### src/vai_pkg.sv
package vai_pkg;

    localparam int NUM_SUB_AFUS      = 4;
    localparam int VMID_WIDTH        = 2;   // Bits of port index.

    localparam int CL_ADDR_WIDTH     = 42;
    localparam int MDATA_WIDTH       = 16;
    localparam int DATA_WIDTH        = 64;
    localparam int OFFSET_WIDTH      = 64;
    localparam int REQ_TYPE_WIDTH    = 2;

    localparam int MDATA_TAG_LSB     = 14;  // Tag occupies mdata[15:14].
    localparam int VMID_LSB          = 15;  // VM id lands in address[16:15].

    localparam int QUEUE_DEPTH       = 4;
    localparam int QUEUE_PTR_WIDTH   = $clog2(QUEUE_DEPTH);
    localparam int ALMOST_FULL_LEVEL = 2;

    typedef logic [CL_ADDR_WIDTH-1:0]   t_cl_addr;
    typedef logic [MDATA_WIDTH-1:0]     t_mdata;
    typedef logic [DATA_WIDTH-1:0]      t_data;
    typedef logic [OFFSET_WIDTH-1:0]    t_offset;
    typedef logic [REQ_TYPE_WIDTH-1:0]  t_req_type;
    typedef logic [VMID_WIDTH-1:0]      t_port_idx;

    typedef logic [QUEUE_PTR_WIDTH-1:0] t_q_ptr;
    typedef logic [QUEUE_PTR_WIDTH:0]   t_q_count;  // One extra bit to hold a full count.

    localparam t_req_type REQ_RDLINE  = 2'd0;
    localparam t_req_type REQ_WRLINE  = 2'd1;
    localparam t_req_type REQ_WRFENCE = 2'd2;

endpackage
### src/vai_mux_top.sv
`timescale 1ns/1ps

module vai_mux_top
(
    input  logic                clk,
    input  logic                rst,
    input  logic                cfg_wr,
    input  vai_pkg::t_port_idx  cfg_idx,
    input  vai_pkg::t_offset    cfg_offset,
    input  logic                afu_req_valid   [vai_pkg::NUM_SUB_AFUS-1:0],
    input  vai_pkg::t_req_type  afu_req_type    [vai_pkg::NUM_SUB_AFUS-1:0],
    input  vai_pkg::t_cl_addr   afu_req_addr    [vai_pkg::NUM_SUB_AFUS-1:0],
    input  vai_pkg::t_mdata     afu_req_mdata   [vai_pkg::NUM_SUB_AFUS-1:0],
    input  vai_pkg::t_data      afu_req_data    [vai_pkg::NUM_SUB_AFUS-1:0],
    output logic                afu_almost_full [vai_pkg::NUM_SUB_AFUS-1:0],
    output logic                up_req_valid,
    output vai_pkg::t_req_type  up_req_type,
    output vai_pkg::t_cl_addr   up_req_addr,
    output vai_pkg::t_mdata     up_req_mdata,
    output vai_pkg::t_data      up_req_data,
    input  logic                up_almost_full,
    input  logic                up_rsp_valid,
    input  vai_pkg::t_mdata     up_rsp_mdata,
    input  vai_pkg::t_data      up_rsp_data,
    output logic                afu_rsp_valid   [vai_pkg::NUM_SUB_AFUS-1:0],
    output vai_pkg::t_mdata     afu_rsp_mdata   [vai_pkg::NUM_SUB_AFUS-1:0],
    output vai_pkg::t_data      afu_rsp_data    [vai_pkg::NUM_SUB_AFUS-1:0]
);

    import vai_pkg::*;

    logic      rst_q;
    t_offset   offset   [NUM_SUB_AFUS-1:0];
    logic      tx_valid [NUM_SUB_AFUS-1:0];
    t_req_type tx_type  [NUM_SUB_AFUS-1:0];
    t_cl_addr  tx_addr  [NUM_SUB_AFUS-1:0];
    t_mdata    tx_mdata [NUM_SUB_AFUS-1:0];
    t_data     tx_data  [NUM_SUB_AFUS-1:0];

    always_ff @(posedge clk)
    begin
        rst_q <= rst;  // Local copy of reset drives all blocks.
    end

    vai_offset_regs i_offset_regs
    (
        .clk        (clk),
        .rst        (rst_q),
        .cfg_wr     (cfg_wr),
        .cfg_idx    (cfg_idx),
        .cfg_offset (cfg_offset),
        .offset     (offset)
    );

    for (genvar n = 0; n < NUM_SUB_AFUS; n++)
    begin : g_port
        vai_audit_tx i_audit_tx
        (
            .clk           (clk),
            .rst           (rst_q),
            .port_idx      (t_port_idx'(n)),
            .offset        (offset[n]),
            .afu_req_valid (afu_req_valid[n]),
            .afu_req_type  (afu_req_type[n]),
            .afu_req_addr  (afu_req_addr[n]),
            .afu_req_mdata (afu_req_mdata[n]),
            .afu_req_data  (afu_req_data[n]),
            .tx_valid      (tx_valid[n]),
            .tx_type       (tx_type[n]),
            .tx_addr       (tx_addr[n]),
            .tx_mdata      (tx_mdata[n]),
            .tx_data       (tx_data[n])
        );
    end

    vai_tx_arbiter i_tx_arbiter
    (
        .clk              (clk),
        .rst              (rst_q),
        .tx_valid         (tx_valid),
        .tx_type          (tx_type),
        .tx_addr          (tx_addr),
        .tx_mdata         (tx_mdata),
        .tx_data          (tx_data),
        .port_almost_full (afu_almost_full),
        .up_almost_full   (up_almost_full),
        .up_req_valid     (up_req_valid),
        .up_req_type      (up_req_type),
        .up_req_addr      (up_req_addr),
        .up_req_mdata     (up_req_mdata),
        .up_req_data      (up_req_data)
    );

    vai_rx_demux i_rx_demux
    (
        .clk           (clk),
        .rst           (rst_q),
        .up_rsp_valid  (up_rsp_valid),
        .up_rsp_mdata  (up_rsp_mdata),
        .up_rsp_data   (up_rsp_data),
        .afu_rsp_valid (afu_rsp_valid),
        .afu_rsp_mdata (afu_rsp_mdata),
        .afu_rsp_data  (afu_rsp_data)
    );

endmodule

### src/vai_rx_demux.sv
`timescale 1ns/1ps

module vai_rx_demux
(
    input  logic                clk,
    input  logic                rst,
    input  logic                up_rsp_valid,
    input  vai_pkg::t_mdata     up_rsp_mdata,
    input  vai_pkg::t_data      up_rsp_data,
    output logic                afu_rsp_valid [vai_pkg::NUM_SUB_AFUS-1:0],
    output vai_pkg::t_mdata     afu_rsp_mdata [vai_pkg::NUM_SUB_AFUS-1:0],
    output vai_pkg::t_data      afu_rsp_data  [vai_pkg::NUM_SUB_AFUS-1:0]
);

    import vai_pkg::*;

    t_port_idx rsp_tag;
    t_mdata    rsp_mdata_clr;
    logic      hit [NUM_SUB_AFUS-1:0];

    assign rsp_tag       = up_rsp_mdata[MDATA_TAG_LSB +: VMID_WIDTH];
    assign rsp_mdata_clr = {{VMID_WIDTH{1'b0}}, up_rsp_mdata[MDATA_TAG_LSB-1:0]};

    always_comb
    begin
        for (int i = 0; i < NUM_SUB_AFUS; i++)
        begin
            hit[i] = up_rsp_valid && (rsp_tag == t_port_idx'(i));
        end
    end

    always_ff @(posedge clk)
    begin
        if (rst)
        begin
            for (int i = 0; i < NUM_SUB_AFUS; i++)
            begin
                afu_rsp_valid[i] <= 1'b0;
            end
        end
        else
        begin
            for (int i = 0; i < NUM_SUB_AFUS; i++)
            begin
                afu_rsp_valid[i] <= hit[i];
            end
        end
    end

    // Payload only loads on the owning port.
    always_ff @(posedge clk)
    begin
        for (int i = 0; i < NUM_SUB_AFUS; i++)
        begin
            if (hit[i])
            begin
                afu_rsp_mdata[i] <= rsp_mdata_clr;
                afu_rsp_data[i]  <= up_rsp_data;
            end
        end
    end

endmodule

### src/vai_tx_arbiter.sv
`timescale 1ns/1ps

module vai_tx_arbiter
(
    input  logic                clk,
    input  logic                rst,
    input  logic                tx_valid         [vai_pkg::NUM_SUB_AFUS-1:0],
    input  vai_pkg::t_req_type  tx_type          [vai_pkg::NUM_SUB_AFUS-1:0],
    input  vai_pkg::t_cl_addr   tx_addr          [vai_pkg::NUM_SUB_AFUS-1:0],
    input  vai_pkg::t_mdata     tx_mdata         [vai_pkg::NUM_SUB_AFUS-1:0],
    input  vai_pkg::t_data      tx_data          [vai_pkg::NUM_SUB_AFUS-1:0],
    output logic                port_almost_full [vai_pkg::NUM_SUB_AFUS-1:0],
    input  logic                up_almost_full,
    output logic                up_req_valid,
    output vai_pkg::t_req_type  up_req_type,
    output vai_pkg::t_cl_addr   up_req_addr,
    output vai_pkg::t_mdata     up_req_mdata,
    output vai_pkg::t_data      up_req_data
);

    import vai_pkg::*;

    t_req_type q_type  [NUM_SUB_AFUS-1:0][QUEUE_DEPTH-1:0];
    t_cl_addr  q_addr  [NUM_SUB_AFUS-1:0][QUEUE_DEPTH-1:0];
    t_mdata    q_mdata [NUM_SUB_AFUS-1:0][QUEUE_DEPTH-1:0];
    t_data     q_data  [NUM_SUB_AFUS-1:0][QUEUE_DEPTH-1:0];

    t_q_ptr    wr_ptr [NUM_SUB_AFUS-1:0];
    t_q_ptr    rd_ptr [NUM_SUB_AFUS-1:0];
    t_q_count  count  [NUM_SUB_AFUS-1:0];
    logic      push   [NUM_SUB_AFUS-1:0];
    logic      pop    [NUM_SUB_AFUS-1:0];

    t_port_idx last_grant;
    t_port_idx grant_idx;
    logic      grant_any;
    logic      issue;

    // Search starts one past the last winner.
    always_comb
    begin
        t_port_idx cand;
        cand      = last_grant;
        grant_any = 1'b0;
        grant_idx = last_grant;
        for (int k = 1; k <= NUM_SUB_AFUS; k++)
        begin
            cand = t_port_idx'(last_grant + k);
            if (!grant_any && (count[cand] != '0))
            begin
                grant_any = 1'b1;
                grant_idx = cand;
            end
        end
    end

    assign issue = grant_any && !up_almost_full;

    always_comb
    begin
        for (int i = 0; i < NUM_SUB_AFUS; i++)
        begin
            push[i] = tx_valid[i] && (count[i] != t_q_count'(QUEUE_DEPTH));
            pop[i]  = issue && (grant_idx == t_port_idx'(i));
            port_almost_full[i] = (count[i] >= t_q_count'(ALMOST_FULL_LEVEL));
        end
    end

    always_ff @(posedge clk)
    begin
        for (int i = 0; i < NUM_SUB_AFUS; i++)
        begin
            if (push[i])
            begin
                q_type[i][wr_ptr[i]]  <= tx_type[i];
                q_addr[i][wr_ptr[i]]  <= tx_addr[i];
                q_mdata[i][wr_ptr[i]] <= tx_mdata[i];
                q_data[i][wr_ptr[i]]  <= tx_data[i];
            end
        end
    end

    always_ff @(posedge clk)
    begin
        if (rst)
        begin
            for (int i = 0; i < NUM_SUB_AFUS; i++)
            begin
                wr_ptr[i] <= '0;
                rd_ptr[i] <= '0;
                count[i]  <= '0;
            end
        end
        else
        begin
            for (int i = 0; i < NUM_SUB_AFUS; i++)
            begin
                if (push[i])
                begin
                    wr_ptr[i] <= wr_ptr[i] + 1'b1;
                end
                if (pop[i])
                begin
                    rd_ptr[i] <= rd_ptr[i] + 1'b1;
                end
                count[i] <= count[i] + t_q_count'(push[i]) - t_q_count'(pop[i]);
            end
        end
    end

    always_ff @(posedge clk)
    begin
        if (rst)
        begin
            up_req_valid <= 1'b0;
            last_grant   <= t_port_idx'(NUM_SUB_AFUS-1);  // Port 0 wins first.
        end
        else
        begin
            up_req_valid <= issue;
            if (issue)
            begin
                last_grant <= grant_idx;
            end
        end
    end

    always_ff @(posedge clk)
    begin
        if (issue)
        begin
            up_req_type  <= q_type[grant_idx][rd_ptr[grant_idx]];
            up_req_addr  <= q_addr[grant_idx][rd_ptr[grant_idx]];
            up_req_mdata <= q_mdata[grant_idx][rd_ptr[grant_idx]];
            up_req_data  <= q_data[grant_idx][rd_ptr[grant_idx]];
        end
    end

endmodule

### src/vai_audit_tx.sv
`timescale 1ns/1ps

module vai_audit_tx
(
    input  logic                clk,
    input  logic                rst,
    input  vai_pkg::t_port_idx  port_idx,
    input  vai_pkg::t_offset    offset,
    input  logic                afu_req_valid,
    input  vai_pkg::t_req_type  afu_req_type,
    input  vai_pkg::t_cl_addr   afu_req_addr,
    input  vai_pkg::t_mdata     afu_req_mdata,
    input  vai_pkg::t_data      afu_req_data,
    output logic                tx_valid,
    output vai_pkg::t_req_type  tx_type,
    output vai_pkg::t_cl_addr   tx_addr,
    output vai_pkg::t_mdata     tx_mdata,
    output vai_pkg::t_data      tx_data
);

    import vai_pkg::*;

    // Stage 1
    logic      s1_valid;
    t_req_type s1_type;
    t_cl_addr  s1_addr;
    t_mdata    s1_mdata;
    t_data     s1_data;
    t_offset   s1_offset;

    // Stage 2
    logic      s2_valid;
    t_req_type s2_type;
    t_cl_addr  s2_sum;
    t_mdata    s2_mdata;
    t_data     s2_data;

    always_ff @(posedge clk)
    begin
        if (rst)
        begin
            s1_valid <= 1'b0;
        end
        else
        begin
            s1_valid <= afu_req_valid;
        end
    end

    always_ff @(posedge clk)
    begin
        s1_type   <= afu_req_type;
        s1_addr   <= afu_req_addr;
        s1_mdata  <= afu_req_mdata;
        s1_data   <= afu_req_data;
        s1_offset <= offset;  // Offset sampled alongside the request.
    end

    always_ff @(posedge clk)
    begin
        if (rst)
        begin
            s2_valid <= 1'b0;
        end
        else
        begin
            s2_valid <= s1_valid;
        end
    end

    always_ff @(posedge clk)
    begin
        s2_type <= s1_type;
        s2_data <= s1_data;
        if (s1_type == REQ_WRFENCE)
        begin
            s2_sum <= '0;  // Fences carry no address.
        end
        else
        begin
            s2_sum <= s1_addr + s1_offset[CL_ADDR_WIDTH-1:0];
        end
        s2_mdata <= {port_idx, s1_mdata[MDATA_TAG_LSB-1:0]};  // Tag marks the owning port.
    end

    // VM id goes in above the low page bits, upper bits shift up.
    always_comb
    begin
        tx_addr[VMID_LSB-1:0]                          = s2_sum[VMID_LSB-1:0];
        tx_addr[VMID_LSB +: VMID_WIDTH]                = port_idx;
        tx_addr[CL_ADDR_WIDTH-1:VMID_LSB+VMID_WIDTH]   =
            s2_sum[CL_ADDR_WIDTH-1-VMID_WIDTH:VMID_LSB];
    end

    assign tx_valid = s2_valid;
    assign tx_type  = s2_type;
    assign tx_mdata = s2_mdata;
    assign tx_data  = s2_data;

endmodule

### src/vai_offset_regs.sv
`timescale 1ns/1ps

module vai_offset_regs
(
    input  logic                clk,
    input  logic                rst,
    input  logic                cfg_wr,
    input  vai_pkg::t_port_idx  cfg_idx,
    input  vai_pkg::t_offset    cfg_offset,
    output vai_pkg::t_offset    offset [vai_pkg::NUM_SUB_AFUS-1:0]
);

    import vai_pkg::*;

    t_offset offset_q [NUM_SUB_AFUS-1:0];

    always_ff @(posedge clk)
    begin
        if (rst)
        begin
            for (int i = 0; i < NUM_SUB_AFUS; i++)
            begin
                offset_q[i] <= '0;
            end
        end
        else if (cfg_wr)
        begin
            offset_q[cfg_idx] <= cfg_offset;  // Applies to requests entering stage 1 next.
        end
    end

    always_comb
    begin
        for (int i = 0; i < NUM_SUB_AFUS; i++)
        begin
            offset[i] = offset_q[i];
        end
    end

endmodule

### config.mk
export PLATFORM = sky130hd
export DESIGN_NAME = vai_mux_top
export DESIGN_NICKNAME = d
export VERILOG_FILES = /design/src/vai_pkg.sv /design/src/vai_mux_top.sv /design/src/vai_rx_demux.sv /design/src/vai_tx_arbiter.sv /design/src/vai_audit_tx.sv /design/src/vai_offset_regs.sv
export SDC_FILE = /design/constraint.sdc
export NUM_CORES = 2
export LEC_CHECK = 0
export BUFFER_PORTS_ARGS = -buffer_cell sky130_fd_sc_hd__buf_2
export CELL_PAD_IN_SITES_DETAIL_PLACEMENT = 0
export CELL_PAD_IN_SITES_GLOBAL_PLACEMENT = 1
export CORE_ASPECT_RATIO = 1.1
export CORE_MARGIN = 2
export CORE_UTILIZATION = 30
export DETAILED_ROUTE_END_ITERATION = 8
export PLACE_DENSITY = 0.57
export RECOVER_POWER = 100
export REMOVE_ABC_BUFFERS = 1
export SYNTH_ARGS = -nofsm -noshare
export SYNTH_HDL_FRONTEND = slang
export SYNTH_SLANG_ARGS = --single-unit
### constraint.sdc
create_clock -name clk -period 26.4 [get_ports clk]
set_clock_uncertainty 0.05 [all_clocks]
set_input_delay 7.92 -clock clk [delete_from_list [all_inputs] [get_ports clk]]
set_output_delay 7.92 -clock clk [all_outputs]
set_load 0.005 [all_outputs]
==> impl_results.rst <==
.. list-table::
   :header-rows: 1

   * - Metric
     - Value
   * - Starting utilization of the core area
     - 0.301
   * - Total clock buffers created by CTS
     - 395
   * - Vias in the first global route
     - 78600
   * - Sequence of cells on the critical path
     - or3_1, mux2i_1, nor2_1, a221oi_4, clkbuf_1, mux2i_1, mux2i_1, clkbuf_1, clkbuf_1, clkbuf_1, clkbuf_1, a311oi_1, a311oi_1, a21oi_1
   * - Syn Std Cell Area
     - 129000 um^2
   * - Buffer levels on the longest clock path
     - 4
   * - Power, Total
     - 20.5 mW
   * - Cell accounting for the most synthesized area
     - edfxtp_1
   * - Wire length of the first global-routing pass
     - 580000 um
   * - Gpl congestion
     - 0.882
   * - Routed length per placed instance
     - 25.5 um
   * - Slew Limit Headroom
     - -4.77
   * - Clock period minus final worst setup slack
     - around 16 ns
   * - Seq/Total Area, Yosys
     - 0.774
   * - Mean instance size in the synthesized netlist
     - 14.1 um^2
   * - Count of cell types in the netlist
     - between 60 and 70
   * - Number of enable flip-flop cells after synthesis
     - ~2500
   * - Layout fillers
     - 41400
   * - Post-cts repair resize count
     - 0
   * - Post-route worst setup slack
     - 10.84 ns
   * - Fraction of layout cells with a size suffix above 1
     - 0.114
   * - Leak Pwr
     - 55.6 nW
   * - Worst min path class
     - flip-flop to flip-flop
   * - Dominant cell by count in the synthesized netlist
     - edfxtp_1
   * - Vertical extent of the die
     - 691 um
   * - Nets@finish
     - 11100
   * - Most frequent cell on the critical path
     - clkbuf_1
   * - Crit path arrival time
     - about 16 ns
   * - Synth Instances
     - between 9000 and 10000
   * - Congestion Overflow GR
     - 0
   * - Worst setup timing slack at the placement stage
     - 15.32 ns
   * - Classification of the worst setup path
     - flip-flop to flip-flop
   * - Achievable clock frequency
     - 64.3 MHz
   * - Area growth from synthesis to final layout
     - 18.9%
   * - Violated checks
     - max-capacitance violations, max-slew violations
   * - Post-synthesis async set-or-reset flop share
     - 0
   * - End-of-flow core utilization
     - 0.358
   * - Vias per Instance
     - 4.71
   * - Setup Viol. Count Final
     - 0
   * - Detailed-route via count
     - between 70000 and 80000
   * - Length of the first detailed-routing pass in iterations
     - 6
   * - Clock tree from TritonCTS
     - done
   * - Share of the synthesized area in the top cell type
     - 0.590
   * - Detailed placer's ending HPWL
     - about 280000 um
   * - Setup TNS Final
     - 0 ns
   * - Ports
     - 1104
   * - Clock slew at the register clock pins of the worst setup and hold paths
     - 0.06 ns
   * - Status
     - complete, but fails checks
   * - CTS root buffer
     - clkbuf_16
   * - Max VDD drop
     - 0.226 mV
   * - Top area cells in the synthesized netlist
     - edfxtp_1 59%, dfxtp_1 18%, nand2_1 5.9%
   * - Number of buffers added to fix hold violations after cts
     - 0
   * - Pin count of the biggest net entering global routing
     - 174
   * - Final period utilization
     - 0.589
   * - Slowest library cell on the worst path
     - clkbuf_1
   * - Kind of end point of the critical path
     - flip-flop
   * - Buf/Inv on CP
     - 5
   * - Row count
     - 252
   * - Most common flop cell mapped by yosys
     - edfxtp_1
   * - First-iteration detailed-routing DRC count
     - between 5000 and 6000
   * - Setup repair after global routing missed its margin
     - no
   * - Req. time, crit path
     - between 20 and 30 ns
   * - Count of final hold-check violations
     - 0
   * - Clock latency on the worst-skew pair
     - 0.96 ns
   * - Cell type group with the largest total delay on the critical path
     - buffers and inverters
   * - Count of buffers from port buffering
     - roughly 1100
   * - Largest stage delay on the critical path
     - 2.38 ns
   * - Number of antenna violations at the first check in global routing
     - 116
   * - Yosys warns
     - 0
   * - Post-synthesis register bit count
     - 3714
   * - Number of max-slew violations in the final report
     - 3674
   * - Detailed-route wire length
     - around 420000 um
   * - DRC errors left
     - 0
   * - Most numerous cell types in the synthesized netlist
     - 2532 x edfxtp_1, 2027 x nand2_1, 1182 x dfxtp_1
   * - Critical path peak fanout
     - 64
   * - CORE AREA
     - 428000 um^2
   * - Number of clock sinks seen by CTS
     - 3714
   * - Critical path startpoint category
     - flip-flop
   * - Width of the chip
     - approximately 630 um
   * - Final antenna-violating net count
     - 0
   * - Die Area
     - 435000 um^2
   * - Power density normalized to cell area
     - 134 nW/um^2
   * - GRT Resource Usage Total
     - 0.186
   * - # Max-Cap Violations
     - 100
   * - Worst Max-Slew Pin Slew
     - 8.66 ns
   * - Number of H-tree levels
     - 5
   * - Post-CTS setup buffers
     - 0
==> final timing paths <==
check                                   start                          endpoint  slack, ns  cells past startpoint
max                  i_tx_arbiter.count[1][1]      i_tx_arbiter.up_req_data[54]      10.84                     14
max reg2reg          i_tx_arbiter.count[1][1]      i_tx_arbiter.up_req_data[54]      10.84                     14
min reg2reg  g_port[1].i_audit_tx.s1_data[16]  g_port[1].i_audit_tx.tx_data[16]       0.23                      0
min          g_port[1].i_audit_tx.s1_data[16]  g_port[1].i_audit_tx.tx_data[16]       0.23                      0
==> through the flow <==
stage	cells	hold WS, ns	area (um^2)
4_1_cts	16300	0.233	154000
2_1_floorplan	8689	0.260	127000
3_5_place_dp	15600	0.262	141000
5_1_grt	16300	0.231	153000
6_report	16400	0.232	153000
3_3_place_gp	15600	0.262	141000
==> cells by family after synthesis <==
logic type,after synthesis,share of synthesized area
AO/OA/AOI/OAI,1134,0.0615
XOR/XNOR,136,0.00924
adder cells (fa/ha/maj),188,0.0187
buffers and inverters,535,0.0166
flip-flops,3714,0.774
multiplexers,24,0.00209
other,1,0.0000291
AND/OR/NAND/NOR,3428,0.118
==> power by group <==
group	switching (mW)	internal, mW
clock	2.36	3.40
combinational	5.33	2.43
sequential	0.199	6.82
==> registers in the layout, summed over array words and instances, names as in the netlist, 64 cells and up, named ones only <==
| name | count |
|---|---|
| g_port.i_audit_tx.s1_offset | 160 |
| i_rx_demux.afu_rsp_data | 256 |
| i_tx_arbiter.up_req_data | 64 |
| i_offset_regs.offset_q | 160 |
| g_port.i_audit_tx.tx_data | 256 |
| g_port.i_audit_tx.s1_addr | 160 |
| i_tx_arbiter.q_addr | 656 |
| i_tx_arbiter.q_mdata | 240 |
| g_port.i_audit_tx.s2_sum | 160 |
| g_port.i_audit_tx.s1_data | 256 |
| i_tx_arbiter.q_data | 1024 |
==> cells in the final DEF, fill, tap and decap left out, types with 42 or more instances in the layout <==
cell / count
clkbuf_8: 49
a31oi_1: 133
ha_1: 180
xor2_1: 66
inv_1: 53
and3_1: 260
xnor2_1: 70
a21oi_1: 284
and2_1: 92
buf_2: 465
dfxtp_1: 1182
nor2_1: 207
bufinv_16: 42
nand2b_1: 45
diode_2: 44
a21o_1: 82
and2_0: 96
clkbuf_1: 747
a311oi_1: 363
edfxtp_1: 2532
o21ai_0: 106
nand2_1: 2027
clkbuf_16: 409
clkinv_2: 76
nand3_1: 514
==> area by class of cell <==
cell class	instances	area (um^2)	area share
multi-input cells	4918	27100	0.177
diodes	44	110	0.000719
repair buffers	1185	5220	0.0341
inverters	57	219	0.00143
clock buffers	526	11200	0.0729
clock inverters	219	2520	0.0164
flip-flops and latches	3714	99700	0.651
well taps	5715	7150	0.0467
==> routing by layer <==
| metal | GRT usage | part of all wire |
|---|---|---|
| met1 | 0.215 | 0.39 |
| met4 | 0.0648 | 0.037 |
| met5 | 0 | 0.0015 |
| met3 | 0.0468 | 0.068 |
| met2 | 0.334 | 0.51 |
Power figures use the tool's default switching activity.
